--- src/logic/xv_bus_pkg.sv ---
// register bus constants shared by the host ports, the arbiter and the register file
package xv_bus_pkg;

    localparam int REG_COUNT = 16;         // registers in the file
    localparam int REG_NUM_W = 4;          // register number width
    localparam int REG_W     = 16;         // register width
    localparam int BYTE_W    = 8;          // bus byte width

    localparam logic CS_ENABLED   = 1'b0;  // chip select is active low
    localparam logic RNW_READ     = 1'b1;  // read-not-write level for a read
    localparam logic RNW_WRITE    = 1'b0;  // and for a write
    localparam logic BYTESEL_EVEN = 1'b0;  // even byte is the high byte
    localparam logic BYTESEL_ODD  = 1'b1;  // odd byte is the low byte

endpackage

--- src/logic/xv_spi_pkg.sv ---
// SPI packet layout, imported by the SPI target, the bridge and the top level
package xv_spi_pkg;

    // command byte: CS WR RS BS R3 R2 R1 R0
    localparam int CMD_CS_BIT  = 7;                // cycle enable
    localparam int CMD_WR_BIT  = 6;                // write when set, read when clear
    localparam int CMD_RS_BIT  = 5;                // soft reset of the register file
    localparam int CMD_BS_BIT  = 4;                // byte select
    localparam int CMD_REG_LSB = 0;                // register number in bits 3..0

    localparam logic [7:0] SPI_IDLE_BYTE   = 8'hCB; // sent while no read data is ready
    localparam int         SCK_SYNC_STAGES = 2;     // synchronizer depth for the SPI pins

endpackage

--- src/logic/spi_target.sv ---
// SPI mode-0 peripheral sampled in the pclk domain, hands whole bytes to the bridge
`timescale 1ns/1ps

module spi_target
    import xv_spi_pkg::*;
#(
    parameter int SYNC_STAGES = SCK_SYNC_STAGES
) (
    input  logic       pclk,
    input  logic       rst_n_i,
    input  logic       spi_sck_i,
    input  logic       spi_copi_i,
    input  logic       spi_cs_n_i,
    output logic       spi_cipo_o,
    output logic       select_o,     // synchronized chip select, active high
    output logic       rx_strobe_o,  // one cycle, rx_byte_o valid
    output logic [7:0] rx_byte_o,
    output logic       tx_load_o,    // tx_byte_i taken this cycle
    input  logic [7:0] tx_byte_i
);

    logic [SYNC_STAGES-1:0] sck_sync, copi_sync, cs_n_sync;
    logic                   sck_prev, cs_n_prev;
    logic                   sck_s, cs_n_s, sck_rise, sck_fall, cs_fall;
    logic [2:0]             bit_cnt;
    logic [2:0]             strobe_pipe;   // delays the byte-done pulse
    logic [7:0]             rx_shift, tx_shift;

    assign sck_s    = sck_sync[SYNC_STAGES-1];
    assign cs_n_s   = cs_n_sync[SYNC_STAGES-1];
    assign sck_rise = sck_s & ~sck_prev & ~cs_n_s;      // sample edge
    assign sck_fall = ~sck_s & sck_prev & ~cs_n_s;      // launch edge
    assign cs_fall  = ~cs_n_s & cs_n_prev;

    // first byte loads at select, later ones on the falling edge that closes a byte
    assign tx_load_o   = cs_fall | (sck_fall & (bit_cnt == 3'd0));
    assign select_o    = ~cs_n_s;
    assign rx_strobe_o = strobe_pipe[2];
    assign rx_byte_o   = rx_shift;                      // stable until the next rising edge
    assign spi_cipo_o  = tx_shift[7];                   // MSB first

    always_ff @(posedge pclk) begin
        if (!rst_n_i) begin
            sck_sync    <= '0;
            copi_sync   <= '0;
            cs_n_sync   <= '1;                          // deselected
            sck_prev    <= 1'b0;
            cs_n_prev   <= 1'b1;
            bit_cnt     <= 3'd0;
            strobe_pipe <= 3'd0;
            tx_shift    <= SPI_IDLE_BYTE;
        end else begin
            sck_sync    <= {sck_sync[SYNC_STAGES-2:0], spi_sck_i};
            copi_sync   <= {copi_sync[SYNC_STAGES-2:0], spi_copi_i};
            cs_n_sync   <= {cs_n_sync[SYNC_STAGES-2:0], spi_cs_n_i};
            sck_prev    <= sck_s;
            cs_n_prev   <= cs_n_s;
            strobe_pipe <= {strobe_pipe[1:0], sck_rise & (bit_cnt == 3'd7)};
            if (cs_n_s) begin
                bit_cnt <= 3'd0;                        // realign on every select
            end else if (sck_rise) begin
                bit_cnt <= bit_cnt + 3'd1;              // wraps after 8 bits
            end
            if (tx_load_o) begin
                tx_shift <= tx_byte_i;
            end else if (sck_fall) begin
                tx_shift <= {tx_shift[6:0], 1'b1};
            end
        end
    end

    always_ff @(posedge pclk) begin
        if (sck_rise) begin
            rx_shift <= {rx_shift[6:0], copi_sync[SYNC_STAGES-1]};  // shift in MSB first
        end
    end

endmodule

--- src/logic/spi_bus_bridge.sv ---
// decodes SPI command/payload byte pairs into register requests for the arbiter
`timescale 1ns/1ps

module spi_bus_bridge
    import xv_bus_pkg::*;
    import xv_spi_pkg::*;
(
    input  logic                 pclk,
    input  logic                 rst_n_i,
    input  logic                 select_i,
    input  logic                 rx_strobe_i,
    input  logic [BYTE_W-1:0]    rx_byte_i,
    input  logic                 tx_load_i,
    output logic [BYTE_W-1:0]    tx_byte_o,
    output logic                 req_o,
    output logic                 wr_o,
    output logic                 bytesel_o,
    output logic [REG_NUM_W-1:0] reg_num_o,
    output logic [BYTE_W-1:0]    wdata_o,
    input  logic                 ack_i,
    input  logic [BYTE_W-1:0]    rdata_i,
    output logic                 soft_reset_o
);

    logic              payload_next;   // next byte is the payload byte
    logic              wr_pend;        // command asked for a write
    logic              tx_valid;       // read data waiting for the next byte
    logic [BYTE_W-1:0] tx_data;
    logic              new_rd, new_wr;

    assign new_rd    = rx_strobe_i & ~payload_next & rx_byte_i[CMD_CS_BIT] &
                       ~rx_byte_i[CMD_WR_BIT];         // reads go out on the command byte
    assign new_wr    = rx_strobe_i & payload_next & wr_pend;
    assign tx_byte_o = tx_valid ? tx_data : SPI_IDLE_BYTE;

    always_ff @(posedge pclk) begin
        if (!rst_n_i) begin
            payload_next <= 1'b0;
            wr_pend      <= 1'b0;
            req_o        <= 1'b0;
            soft_reset_o <= 1'b0;
            tx_valid     <= 1'b0;
        end else begin
            soft_reset_o <= rx_strobe_i & ~payload_next & rx_byte_i[CMD_RS_BIT];
            if (!select_i) begin
                payload_next <= 1'b0;                  // packet aborted, expect a command
            end else if (rx_strobe_i) begin
                payload_next <= ~payload_next;
            end
            if (rx_strobe_i && !payload_next) begin
                wr_pend <= rx_byte_i[CMD_CS_BIT] & rx_byte_i[CMD_WR_BIT];
            end
            if (ack_i) req_o <= 1'b0;                  // held until acknowledged
            if (new_rd || new_wr) req_o <= 1'b1;
            if (tx_load_i || !select_i) tx_valid <= 1'b0;  // byte handed to the shifter
            if (ack_i && !wr_o) tx_valid <= 1'b1;
        end
    end

    always_ff @(posedge pclk) begin
        if (rx_strobe_i && !payload_next) begin        // fields come from the command byte
            wr_o      <= rx_byte_i[CMD_WR_BIT];
            bytesel_o <= rx_byte_i[CMD_BS_BIT];
            reg_num_o <= rx_byte_i[CMD_REG_LSB +: REG_NUM_W];
        end
        if (new_wr) wdata_o <= rx_byte_i;
        if (ack_i) tx_data <= rdata_i;
    end

    // one access in flight, the arbiter must answer before the next packet asks
    a_one_outstanding: assert property (@(posedge pclk) disable iff (!rst_n_i)
        (new_rd || new_wr) |-> (!req_o || ack_i))
        else $error("spi bridge request while previous request pending");

endmodule

--- src/logic/host_bus_port.sv ---
// parallel host bus front end, turns a chip-select cycle into one arbiter request
`timescale 1ns/1ps

module host_bus_port
    import xv_bus_pkg::*;
(
    input  logic                 pclk,
    input  logic                 rst_n_i,
    input  logic                 bus_cs_n_i,
    input  logic                 bus_rd_nwr_i,
    input  logic                 bus_bytesel_i,
    input  logic [REG_NUM_W-1:0] bus_reg_num_i,
    input  logic [BYTE_W-1:0]    bus_data_i,
    output logic [BYTE_W-1:0]    bus_data_o,
    output logic                 bus_out_en_o,
    output logic                 req_o,
    output logic                 wr_o,
    output logic                 bytesel_o,
    output logic [REG_NUM_W-1:0] reg_num_o,
    output logic [BYTE_W-1:0]    wdata_o,
    input  logic                 ack_i,
    input  logic [BYTE_W-1:0]    rdata_i
);

    logic [1:0]                 cs_n_sync, rnw_sync, bs_sync;
    logic [1:0][REG_NUM_W-1:0]  reg_sync;
    logic [1:0][BYTE_W-1:0]     data_sync;
    logic                       cs_n_prev, cs_s, cs_fall;
    logic                       rnw_q;      // latched read-not-write
    logic                       rd_ready;   // read byte captured, drive the bus
    logic [BYTE_W-1:0]          rd_byte;

    assign cs_s         = cs_n_sync[1];
    assign cs_fall      = (cs_s == CS_ENABLED) && (cs_n_prev != CS_ENABLED);
    assign wr_o         = (rnw_q == RNW_WRITE);
    assign bus_out_en_o = rd_ready & (cs_s == CS_ENABLED);  // drops as soon as cs is seen high
    assign bus_data_o   = rd_byte;

    always_ff @(posedge pclk) begin
        if (!rst_n_i) begin
            cs_n_sync <= {2{~CS_ENABLED}};
            cs_n_prev <= ~CS_ENABLED;
            req_o     <= 1'b0;
            rd_ready  <= 1'b0;
        end else begin
            cs_n_sync <= {cs_n_sync[0], bus_cs_n_i};
            cs_n_prev <= cs_s;
            if (ack_i) req_o <= 1'b0;
            if (cs_fall) req_o <= 1'b1;                 // one request per bus cycle
            if (cs_s != CS_ENABLED) begin
                rd_ready <= 1'b0;
            end else if (ack_i && rnw_q == RNW_READ) begin
                rd_ready <= 1'b1;
            end
        end
    end

    always_ff @(posedge pclk) begin
        rnw_sync  <= {rnw_sync[0], bus_rd_nwr_i};        // fields ride the same two stages as cs
        bs_sync   <= {bs_sync[0], bus_bytesel_i};
        reg_sync  <= {reg_sync[0], bus_reg_num_i};
        data_sync <= {data_sync[0], bus_data_i};
        if (cs_fall) begin                               // hold fields until acknowledged
            rnw_q     <= rnw_sync[1];
            bytesel_o <= bs_sync[1];
            reg_num_o <= reg_sync[1];
            wdata_o   <= data_sync[1];
        end
        if (ack_i) rd_byte <= rdata_i;
    end

    a_no_overlap: assert property (@(posedge pclk) disable iff (!rst_n_i)
        cs_fall |-> !req_o)
        else $error("host bus cycle started while previous request pending");

endmodule

--- src/logic/reg_arbiter.sv ---
// round-robin arbiter giving the parallel port or the SPI bridge one register access
`timescale 1ns/1ps

module reg_arbiter
    import xv_bus_pkg::*;
(
    input  logic                 pclk,
    input  logic                 rst_n_i,
    input  logic                 h0_req_i,
    input  logic                 h0_wr_i,
    input  logic                 h0_bytesel_i,
    input  logic [REG_NUM_W-1:0] h0_reg_num_i,
    input  logic [BYTE_W-1:0]    h0_wdata_i,
    output logic                 h0_ack_o,
    output logic [BYTE_W-1:0]    h0_rdata_o,
    input  logic                 h1_req_i,
    input  logic                 h1_wr_i,
    input  logic                 h1_bytesel_i,
    input  logic [REG_NUM_W-1:0] h1_reg_num_i,
    input  logic [BYTE_W-1:0]    h1_wdata_i,
    output logic                 h1_ack_o,
    output logic [BYTE_W-1:0]    h1_rdata_o,
    output logic                 sel_o,
    output logic                 wr_o,
    output logic                 bytesel_o,
    output logic [REG_NUM_W-1:0] reg_num_o,
    output logic [BYTE_W-1:0]    wdata_o,
    input  logic [BYTE_W-1:0]    rdata_i
);

    logic elig0, elig1, gnt0, gnt1;
    logic ptr;     // host with priority on a tie
    logic busy;    // second cycle of an access, register file answering
    logic owner;   // host of the access in flight

    assign elig0 = h0_req_i & ~h0_ack_o;               // request still up during its ack
    assign elig1 = h1_req_i & ~h1_ack_o;
    assign gnt0  = ~busy & elig0 & (~elig1 | ~ptr);
    assign gnt1  = ~busy & elig1 & (~elig0 | ptr);

    assign sel_o     = gnt0 | gnt1;
    assign wr_o      = gnt1 ? h1_wr_i      : h0_wr_i;
    assign bytesel_o = gnt1 ? h1_bytesel_i : h0_bytesel_i;
    assign reg_num_o = gnt1 ? h1_reg_num_i : h0_reg_num_i;
    assign wdata_o   = gnt1 ? h1_wdata_i   : h0_wdata_i;

    always_ff @(posedge pclk) begin
        if (!rst_n_i) begin
            ptr      <= 1'b0;
            busy     <= 1'b0;
            h0_ack_o <= 1'b0;
            h1_ack_o <= 1'b0;
        end else begin
            busy     <= sel_o;
            h0_ack_o <= busy & ~owner;                  // ack lands with the read byte
            h1_ack_o <= busy & owner;
            if (sel_o) ptr <= gnt0;                     // loser of this round wins the next
        end
    end

    always_ff @(posedge pclk) begin
        if (sel_o) owner <= gnt1;
        if (busy && !owner) h0_rdata_o <= rdata_i;
        if (busy && owner) h1_rdata_o <= rdata_i;
    end

    // a losing host must keep asking until its ack arrives
    a_h0_req_held: assert property (@(posedge pclk) disable iff (!rst_n_i)
        (h0_req_i && !h0_ack_o) |=> h0_req_i)
        else $error("parallel host dropped its request before the acknowledge");

    a_h1_req_held: assert property (@(posedge pclk) disable iff (!rst_n_i)
        (h1_req_i && !h1_ack_o) |=> h1_req_i)
        else $error("spi host dropped its request before the acknowledge");

endmodule

--- src/logic/xv_regs.sv ---
// register file of sixteen 16-bit registers written and read one byte at a time
`timescale 1ns/1ps

module xv_regs
    import xv_bus_pkg::*;
(
    input  logic                 pclk,
    input  logic                 rst_n_i,
    input  logic                 soft_reset_i,
    input  logic                 sel_i,
    input  logic                 wr_i,
    input  logic                 bytesel_i,
    input  logic [REG_NUM_W-1:0] reg_num_i,
    input  logic [BYTE_W-1:0]    wdata_i,
    output logic [BYTE_W-1:0]    rdata_o
);

    logic [REG_W-1:0] regs [REG_COUNT];

    always_ff @(posedge pclk) begin
        if (!rst_n_i || soft_reset_i) begin            // SPI RS bit clears like a hard reset
            for (int i = 0; i < REG_COUNT; i++) begin
                regs[i] <= '0;
            end
        end else if (sel_i && wr_i) begin
            if (bytesel_i == BYTESEL_EVEN) begin
                regs[reg_num_i][REG_W-1 -: BYTE_W] <= wdata_i;  // high byte
            end else begin
                regs[reg_num_i][BYTE_W-1:0] <= wdata_i;
            end
        end
    end

    always_ff @(posedge pclk) begin
        if (sel_i) begin
            if (wr_i) begin
                rdata_o <= wdata_i;                    // writes echo the new byte
            end else if (bytesel_i == BYTESEL_ODD) begin
                rdata_o <= regs[reg_num_i][BYTE_W-1:0];
            end else begin
                rdata_o <= regs[reg_num_i][REG_W-1 -: BYTE_W];
            end
        end
    end

endmodule

--- src/logic/xv_host_top.sv ---
// host register subsystem top, wires both host ports through the arbiter to the registers
`timescale 1ns/1ps

module xv_host_top
    import xv_bus_pkg::*;
    import xv_spi_pkg::*;
(
    input  logic                 pclk,
    input  logic                 rst_n_i,
    input  logic                 bus_cs_n_i,
    input  logic                 bus_rd_nwr_i,
    input  logic                 bus_bytesel_i,
    input  logic [REG_NUM_W-1:0] bus_reg_num_i,
    input  logic [BYTE_W-1:0]    bus_data_i,
    output logic [BYTE_W-1:0]    bus_data_o,
    output logic                 bus_out_en_o,   // board drives the data pins from this
    input  logic                 spi_sck_i,
    input  logic                 spi_copi_i,
    input  logic                 spi_cs_n_i,
    output logic                 spi_cipo_o
);

    logic                 spi_select, spi_rx_strobe, spi_tx_load;
    logic [BYTE_W-1:0]    spi_rx_byte, spi_tx_byte;
    logic                 soft_reset;
    logic                 h0_req, h0_wr, h0_bytesel, h0_ack;   // parallel host
    logic [REG_NUM_W-1:0] h0_reg_num;
    logic [BYTE_W-1:0]    h0_wdata, h0_rdata;
    logic                 h1_req, h1_wr, h1_bytesel, h1_ack;   // SPI host
    logic [REG_NUM_W-1:0] h1_reg_num;
    logic [BYTE_W-1:0]    h1_wdata, h1_rdata;
    logic                 reg_sel, reg_wr, reg_bytesel;       // arbiter to register file
    logic [REG_NUM_W-1:0] reg_num;
    logic [BYTE_W-1:0]    reg_wdata, reg_rdata;

    spi_target #(.SYNC_STAGES(SCK_SYNC_STAGES)) u_spi_target (
        .pclk(pclk), .rst_n_i(rst_n_i),
        .spi_sck_i(spi_sck_i), .spi_copi_i(spi_copi_i), .spi_cs_n_i(spi_cs_n_i),
        .spi_cipo_o(spi_cipo_o), .select_o(spi_select),
        .rx_strobe_o(spi_rx_strobe), .rx_byte_o(spi_rx_byte),
        .tx_load_o(spi_tx_load), .tx_byte_i(spi_tx_byte)
    );

    spi_bus_bridge u_spi_bus_bridge (
        .pclk(pclk), .rst_n_i(rst_n_i), .select_i(spi_select),
        .rx_strobe_i(spi_rx_strobe), .rx_byte_i(spi_rx_byte),
        .tx_load_i(spi_tx_load), .tx_byte_o(spi_tx_byte),
        .req_o(h1_req), .wr_o(h1_wr), .bytesel_o(h1_bytesel), .reg_num_o(h1_reg_num),
        .wdata_o(h1_wdata), .ack_i(h1_ack), .rdata_i(h1_rdata), .soft_reset_o(soft_reset)
    );

    host_bus_port u_host_bus_port (
        .pclk(pclk), .rst_n_i(rst_n_i),
        .bus_cs_n_i(bus_cs_n_i), .bus_rd_nwr_i(bus_rd_nwr_i), .bus_bytesel_i(bus_bytesel_i),
        .bus_reg_num_i(bus_reg_num_i), .bus_data_i(bus_data_i),
        .bus_data_o(bus_data_o), .bus_out_en_o(bus_out_en_o),
        .req_o(h0_req), .wr_o(h0_wr), .bytesel_o(h0_bytesel), .reg_num_o(h0_reg_num),
        .wdata_o(h0_wdata), .ack_i(h0_ack), .rdata_i(h0_rdata)
    );

    reg_arbiter u_reg_arbiter (
        .pclk(pclk), .rst_n_i(rst_n_i),
        .h0_req_i(h0_req), .h0_wr_i(h0_wr), .h0_bytesel_i(h0_bytesel),
        .h0_reg_num_i(h0_reg_num), .h0_wdata_i(h0_wdata),
        .h0_ack_o(h0_ack), .h0_rdata_o(h0_rdata),
        .h1_req_i(h1_req), .h1_wr_i(h1_wr), .h1_bytesel_i(h1_bytesel),
        .h1_reg_num_i(h1_reg_num), .h1_wdata_i(h1_wdata),
        .h1_ack_o(h1_ack), .h1_rdata_o(h1_rdata),
        .sel_o(reg_sel), .wr_o(reg_wr), .bytesel_o(reg_bytesel), .reg_num_o(reg_num),
        .wdata_o(reg_wdata), .rdata_i(reg_rdata)
    );

    xv_regs u_xv_regs (
        .pclk(pclk), .rst_n_i(rst_n_i), .soft_reset_i(soft_reset),
        .sel_i(reg_sel), .wr_i(reg_wr), .bytesel_i(reg_bytesel), .reg_num_i(reg_num),
        .wdata_i(reg_wdata), .rdata_o(reg_rdata)
    );

endmodule

--- config.mk ---
export PLATFORM = sky130hd
export DESIGN_NAME = xv_host_top
export DESIGN_NICKNAME = d
export VERILOG_FILES = /design/src/logic/xv_bus_pkg.sv /design/src/logic/xv_spi_pkg.sv /design/src/logic/spi_target.sv /design/src/logic/spi_bus_bridge.sv /design/src/logic/host_bus_port.sv /design/src/logic/reg_arbiter.sv /design/src/logic/xv_regs.sv /design/src/logic/xv_host_top.sv
export SDC_FILE = /design/constraint.sdc
export NUM_CORES = 1
export LEC_CHECK = 0
export ABC_AREA = 0
export BUFFER_PORTS_ARGS = -buffer_cell sky130_fd_sc_hd__buf_2
export CELL_PAD_IN_SITES_DETAIL_PLACEMENT = 1
export CELL_PAD_IN_SITES_GLOBAL_PLACEMENT = 1
export CORE_AREA = 2 2 180 182
export CTS_CLUSTER_SIZE = 20
export DETAILED_ROUTE_END_ITERATION = 6
export DIE_AREA = 0 0 182 184
export PLACE_DENSITY_LB_ADDON = 0.1
export SYNTH_ARGS = -nofsm -noshare
export SYNTH_HDL_FRONTEND = slang
export SYNTH_SLANG_ARGS = --single-unit
--- constraint.sdc ---
create_clock -name pclk -period 3.6 [get_ports pclk]
set_clock_uncertainty 0.1 [all_clocks]
set_input_delay 0.72 -clock pclk [delete_from_list [all_inputs] [get_ports pclk]]
set_output_delay 0.72 -clock pclk [all_outputs]
set_load 0.01 [all_outputs]
## Word level (Yosys, flattened, before mapping)

Memory sizes are Yosys's and may differ from the RTL's.
Index checks and enable logic that the tools add are counted.

| word-level totals | value |
|---|---|
| register bits after elaboration | 141 |
| RAM bits | 256 |
| input bits | 20 |
| memories | 1 |

| operators by class | value |
|---|---|
| add/subtract/negate cells | 1 |
| equal/unequal tests | 1 |
| mux-type cells | 28 |
| bitwise operators | 42 |
| reductions and logical operators | 22 |

Memory list:

| name | words | width | read ports | clocked after Yosys merged registers in | wr ports | line | text |
|---|---|---|---|---|---|---|---|
| u_xv_regs.regs | 16 | 16 | 1 | 0 | 16 | xv_regs.sv:18 | `logic [REG_W-1:0] regs [REG_COUNT];` |

Operator list:

| cell | number |
|---|---|
| $mux 8 | 6 |
| $and 1x1->1 | 23 |
| $mux 1 | 18 |
| $mux 16 | 1 |
| $reduce_or 16->1 | 1 |
| $not 1->1 | 15 |
| $mux 4 | 2 |
| $reduce_bool 2->1 | 4 |
| $logic_and 1x1->1 | 7 |
| $logic_not 1->1 | 4 |
| $or 1x1->1 | 4 |
| $reduce_or 2->1 | 2 |
| $add 3x1->3 const B | 1 |
| $eq 3x3->1 const B | 1 |
| $logic_not 3->1 | 1 |
| $logic_or 1x1->1 | 3 |
| $mux 2 | 1 |

## Logic depth before layout (Yosys ltp)

| logic depth | value |
|---|---|
| depth after elaboration | 12 |
| mapped depth | 11 |
| gate-level depth less buffers | 8 |

## By module

Synthesis repeated with hierarchy kept, for this count alone.

| unflattened totals | value |
|---|---|
| cell total of the unflattened synthesis | 1146 |
| area total of the unflattened synthesis | 16703.5 µm² |

Modules (own cells, without submodules):

| module | times used | cells each | area each (µm²) |
|---|---|---|---|
| xv_regs | 1 | 879 | 12319.3 |
| host_bus_port | 1 | 65 | 1381.3 |
| spi_target | 1 | 102 | 1169.9 |
| spi_bus_bridge | 1 | 50 | 930.9 |
| reg_arbiter | 1 | 50 | 902.1 |

## Worst setup path before layout

Ideal clock, no wire load.

| timing path | value |
|---|---|
| kind | register to register |
| start point | register u_reg_arbiter.h0_ack_o |
| end point | memory u_xv_regs.regs[12][10], enable pin |
| setup time | 0.329 ns |
| arrival | 2.392 ns |
| data required time | 3.171 ns |
| path slack | 0.778 ns |
| stages on the path, launching flop included | 12 |
| path buffers | 3 |
| period minus slack after synthesis | 2.822 ns |
| path through | dfxtp_1 > or3b_4 > buf_2 > nand2_4 > inv_2 > a21oi_1 > and4_1 > buf_2 > nor2b_1 > buf_2 > nand2_1 > nand2_1 |

RTL lines:

| item | line | text |
|---|---|---|
| start: declaration | reg_arbiter.sv:14 | `output logic h0_ack_o,` |
| start signal: assignment | reg_arbiter.sv:55 | `h0_ack_o <= busy & ~owner;` |
| end: declaration | xv_regs.sv:18 |  |

## Worst setup path after layout

| timing path | value |
|---|---|
| start point | register u_reg_arbiter.h0_ack_o |
| end point | register u_xv_regs.rdata_o[5], data pin |

| between the ends | value |
|---|---|
| word-level cells in the longest chain between the ends | 9 |
| elaborated cells on any way between the ends | 12 |

RTL lines:

| item | line | text |
|---|---|---|
| $not 1->1 * | reg_arbiter.sv:36 | `assign elig0 = h0_req_i & ~h0_ack_o;` |
| $and 1x1->1 * | reg_arbiter.sv:36 |  |
| $not 1->1 * | reg_arbiter.sv:39 | `assign gnt1 = ~busy & elig1 & (~elig0 \| ptr);` |
| $or 1x1->1 * | reg_arbiter.sv:39 |  |
| $and 1x1->1 * | reg_arbiter.sv:39 |  |
| $mux 4 | reg_arbiter.sv:44 | `assign reg_num_o = gnt1 ? h1_reg_num_i : h0_reg_num_i;` |
| $mem_v2 16x16 | n/a |  |
| $mux 8 | xv_regs.sv:38 | `end else if (bytesel_i == BYTESEL_ODD) begin` |
| $mux 8 * | xv_regs.sv:36 | `if (wr_i) begin` |
| end signal: assignment | xv_regs.sv:37 | `rdata_o <= wdata_i;` |
| end signal: assignment | xv_regs.sv:39 | `rdata_o <= regs[reg_num_i][BYTE_W-1:0];` |
| end signal: assignment | xv_regs.sv:41 | `rdata_o <= regs[reg_num_i][REG_W-1 -: BYTE_W];` |
| end: declaration | xv_regs.sv:15 | `output logic [BYTE_W-1:0] rdata_o` |

Every way passes the cells marked *; elsewhere a longest branch is shown, timed or not.
A chain may end at the register's enable or synchronous reset.

==> results.json <==
{
  "slowest_stage": "mux4_2",
  "ant_nets": 0,
  "crit_type": "flip-flop to flip-flop",
  "endpoint_kind": "flip-flop",
  "layout_commonest_cell": "edfxtp_1",
  "cts_max_level": 2,
  "grt_pass1_vias": 11100,
  "cpPeakStageDelay_ns": 0.56,
  "worstPathArrival_ns": 3.69,
  "ios": 30,
  "drc": 0,
  "placed_cell_area_mm2": 0.0171,
  "synth_edf_count": 333,
  "synth_fp_nets": 1254,
  "use_met2_pct": 47.5,
  "first_pass_iters": 5,
  "hold_path.class": "primary input to flip-flop",
  "hpwlAfterDp_mm": 30.7,
  "synth_top_flop_cell": "edfxtp_1",
  "portBuffers": 29,
  "totalPowerFinal_w": 0.0102,
  "crit_chain": "or3b_4 -> and3_4 -> nor2_8 -> buf_4 -> mux4_2 -> a22oi_1 -> a32o_1 -> a21oi_1",
  "synth_cell_types": 68,
  "ir_worst_vdd_mv": 0.546,
  "cts_root_buffer": "clkbuf_16",
  "grt_max_degree": 38,
  "synth_area_leader_cell": "edfxtp_1",
  "tns_ns": 0,
  "wl_per_cell_um": 26.0,
  "timing_hold_violations_final": 0,
  "antenna_found_initial": 1,
  "asyncSetResetFlopFracSynth_pct": 0,
  "rows": 65,
  "syn_inst": 1231,
  "syn2layout_area_growth_pct": 15.2,
  "met3_usage_pct": 4.83,
  "die_w_um": 182,
  "maxCapViolCount": 0,
  "cp-start-kind": "flip-flop",
  "nFillCells": 3036,
  "insertedDiodeCount": 0,
  "dieArea_mm2": 0.0335,
  "power_leakage_nw": 6.97,
  "ff2ff_setup_slack_ns": 0.09,
  "via_per_inst": 5.99,
  "wl_mm": 45.1,
  "vias": 10400,
  "worst_slew_pin_slew_ns": 0.943,
  "clkLatencyLatePin_ns": 0.56,
  "core_area_mm2": 0.0314,
  "dieHeight_um": 184,
  "tritoncts": "built",
  "status": "complete, no violations",
  "start_util_pct": 51.4,
  "p_per_area_mw_per_mm2": 548,
  "final_area_mm2": 0.0186,
  "drt_iter0_drc": 963,
  "synth-seq-cells": 397,
  "cts_resized": 0,
  "setup_viol": 0,
  "fin_hold_ws_ns": 0.164,
  "cts-buffers-inserted": 44,
  "fin_crit_ns": 3.51,
  "fin_nets": 1316,
  "dpl.cell_count": 1649,
  "gr-max-usage-layer": "met2",
  "grt_pass1_wl_mm": 68.0,
  "worstPathMaxFanout": 19,
  "slew_headroom_pct": 37.0,
  "rsz0062_at_grt": "no",
  "fin_cells": 1731,
  "critPathRequiredTime_ns": 3.78,
  "seqCellArea_mm2": 0.0113,
  "synth.yosys.warnings": 0,
  "drive_above_1_share_pct": 17.0,
  "layout_common_cells": "333 x edfxtp_1, 274 x nor2_1, 123 x nand2_1",
  "gr-usage-met1_pct": 35.2,
  "cts.sinks": 397,
  "path_clk_slew_ns": 0.06,
  "multi_input_area_mm2": 0.00456,
  "gp_congestion": 0.841,
  "ys_seq_area_share_pct": 69.8,
  "syn_area_mm2": 0.0162,
  "grt_remaining_overflow": 0,
  "fin_crit_sh_pct": 97.4,
  "synth_top_area_share_pct": 61.9,
  "globalRouteTotalUtil_pct": 27.6,
  "fmax_ghz": 0.285,
  "drv_slew": 0,
  "yosys-top-cells-area": "edfxtp_1 62%, dfxtp_1 7.9%, nor2_1 6.4%",
  "syn_avg_cell_area_um2": 13.1,
  "cts_buffer_depth": 3
}
## power breakdown
group          switching [W]  internal, W  total (W)  leakage [nW]
Combinational       0.000250     0.000113   0.000363          2.36
Sequential         0.0000596      0.00510    0.00516          3.87
Clock                0.00185      0.00282    0.00467         0.745
Total                0.00216      0.00803     0.0102          6.97
## cells by family (layout without fill, tap and decap cells)
logic type | count (synthesis) | in the layout | synth area share (%)
adders and majority gates | 3 | 3 | 0.232
DFF | 397 | 397 | 69.8
and+or+nand+nor | 520 | 520 | 14.4
AOI/OAI and AO/OA | 166 | 166 | 7.52
muxes | 55 | 55 | 5.25
xor gates and xnor gates | 2 | 2 | 0.108
buffers and inverters | 88 | 186 | 2.59
## final timing paths
check / from / cells after the start / end
worst max-delay path: u_reg_arbiter.h0_ack_o / 8 / u_xv_regs.rdata_o[5]
worst min-delay path: bus_reg_num_i[2] / 1 / u_host_bus_port.reg_sync[2]
worst max register to register: u_reg_arbiter.h0_ack_o / 8 / u_xv_regs.rdata_o[5]
worst min register to register: u_host_bus_port.data_sync[5] / 0 / u_host_bus_port.data_sync[13]
## registers in the layout, indices dropped and copies added (netlist names), 3 cells and up
name	flops
u_host_bus_port.wdata_o	8
u_host_bus_port.reg_sync	8
u_spi_target.rx_byte_o	8
u_xv_regs.regs	256
u_xv_regs.rdata_o	8
u_spi_target.strobe_pipe	3
u_reg_arbiter.h0_rdata_o	8
u_spi_bus_bridge.reg_num_o	4
u_spi_target.tx_shift	8
u_host_bus_port.reg_num_o	4
u_host_bus_port.data_sync	16
u_spi_bus_bridge.tx_data	8
u_host_bus_port.bus_data_o	8
u_spi_target.bit_cnt	3
u_spi_bus_bridge.wdata_o	8
u_reg_arbiter.h1_rdata_o	8
## per-layer routing
layer	vias to the layer above	part of all wire, %
li1	4634	-
met1	5291	41
met2	349	50
met3	99	5.9
met4	0	3.3
met5	-	0
## critical path: cells and delay by family (launching register included)
kind / cells / cell delay, ns
buffers and inverters: 1 / 0.34
multiplexers: 1 / 0.56
AO/OA/AOI/OAI: 3 / 0.71
AND/OR/NAND/NOR: 3 / 1.15
flip-flops: 1 / 0.36
## synthesized netlist by cell type, types with 4 or more instances
| library cell | n |
|---|---|
| a22oi_1 | 10 |
| a311oi_1 | 8 |
| and2_1 | 15 |
| buf_6 | 5 |
| o221ai_1 | 6 |
| inv_1 | 8 |
| dfxtp_1 | 64 |
| nand2_1 | 124 |
| edfxtp_1 | 333 |
| mux2i_1 | 24 |
| a21oi_1 | 29 |
| a221oi_1 | 4 |
| nand3b_1 | 4 |
| a32o_1 | 5 |
| nand2_2 | 4 |
| nor3_1 | 4 |
| o21ai_0 | 13 |
| nand2b_1 | 16 |
| buf_2 | 22 |
| o211a_1 | 5 |
| o22ai_1 | 5 |
| mux2_2 | 5 |
| buf_4 | 6 |
| nor2_1 | 274 |
| a211oi_1 | 30 |
| mux4_2 | 23 |
| a31oi_1 | 18 |
| nand3_1 | 15 |
| o211ai_1 | 4 |
| and3_1 | 29 |
| clkbuf_1 | 45 |
| nand4_2 | 4 |
| nor2b_1 | 10 |
| a21boi_0 | 8 |
## what timing repair did
| action | 4_1_cts | 5_1_grt |
|---|---|---|
| endpoints found under the setup margin | 0 | 1 |
| hold buffers | 0 | 0 |
| setup buffers | 0 | 0 |
## through the flow
stage / setup slack, ns / utilization (%)
after detailed placement: 0.142 / 54.5
after floorplan: 0.778 / -
after global routing: 0.0122 / 59.3
after CTS: 0.112 / 59.3
final: 0.0927 / 59.3
after global placement: 0.167 / 54.5
## final cells by class
class,count,area share [%]
Inverter,9,0.182
Clock inverter,28,1.47
Clock buffer,54,6.68
Multi-Input combinational cell,746,24.5
Sequential cell,397,60.6
Timing Repair Buffer,95,3.85
Tap cell,402,2.70
Note: power is estimated with default switching activity, not from simulation.
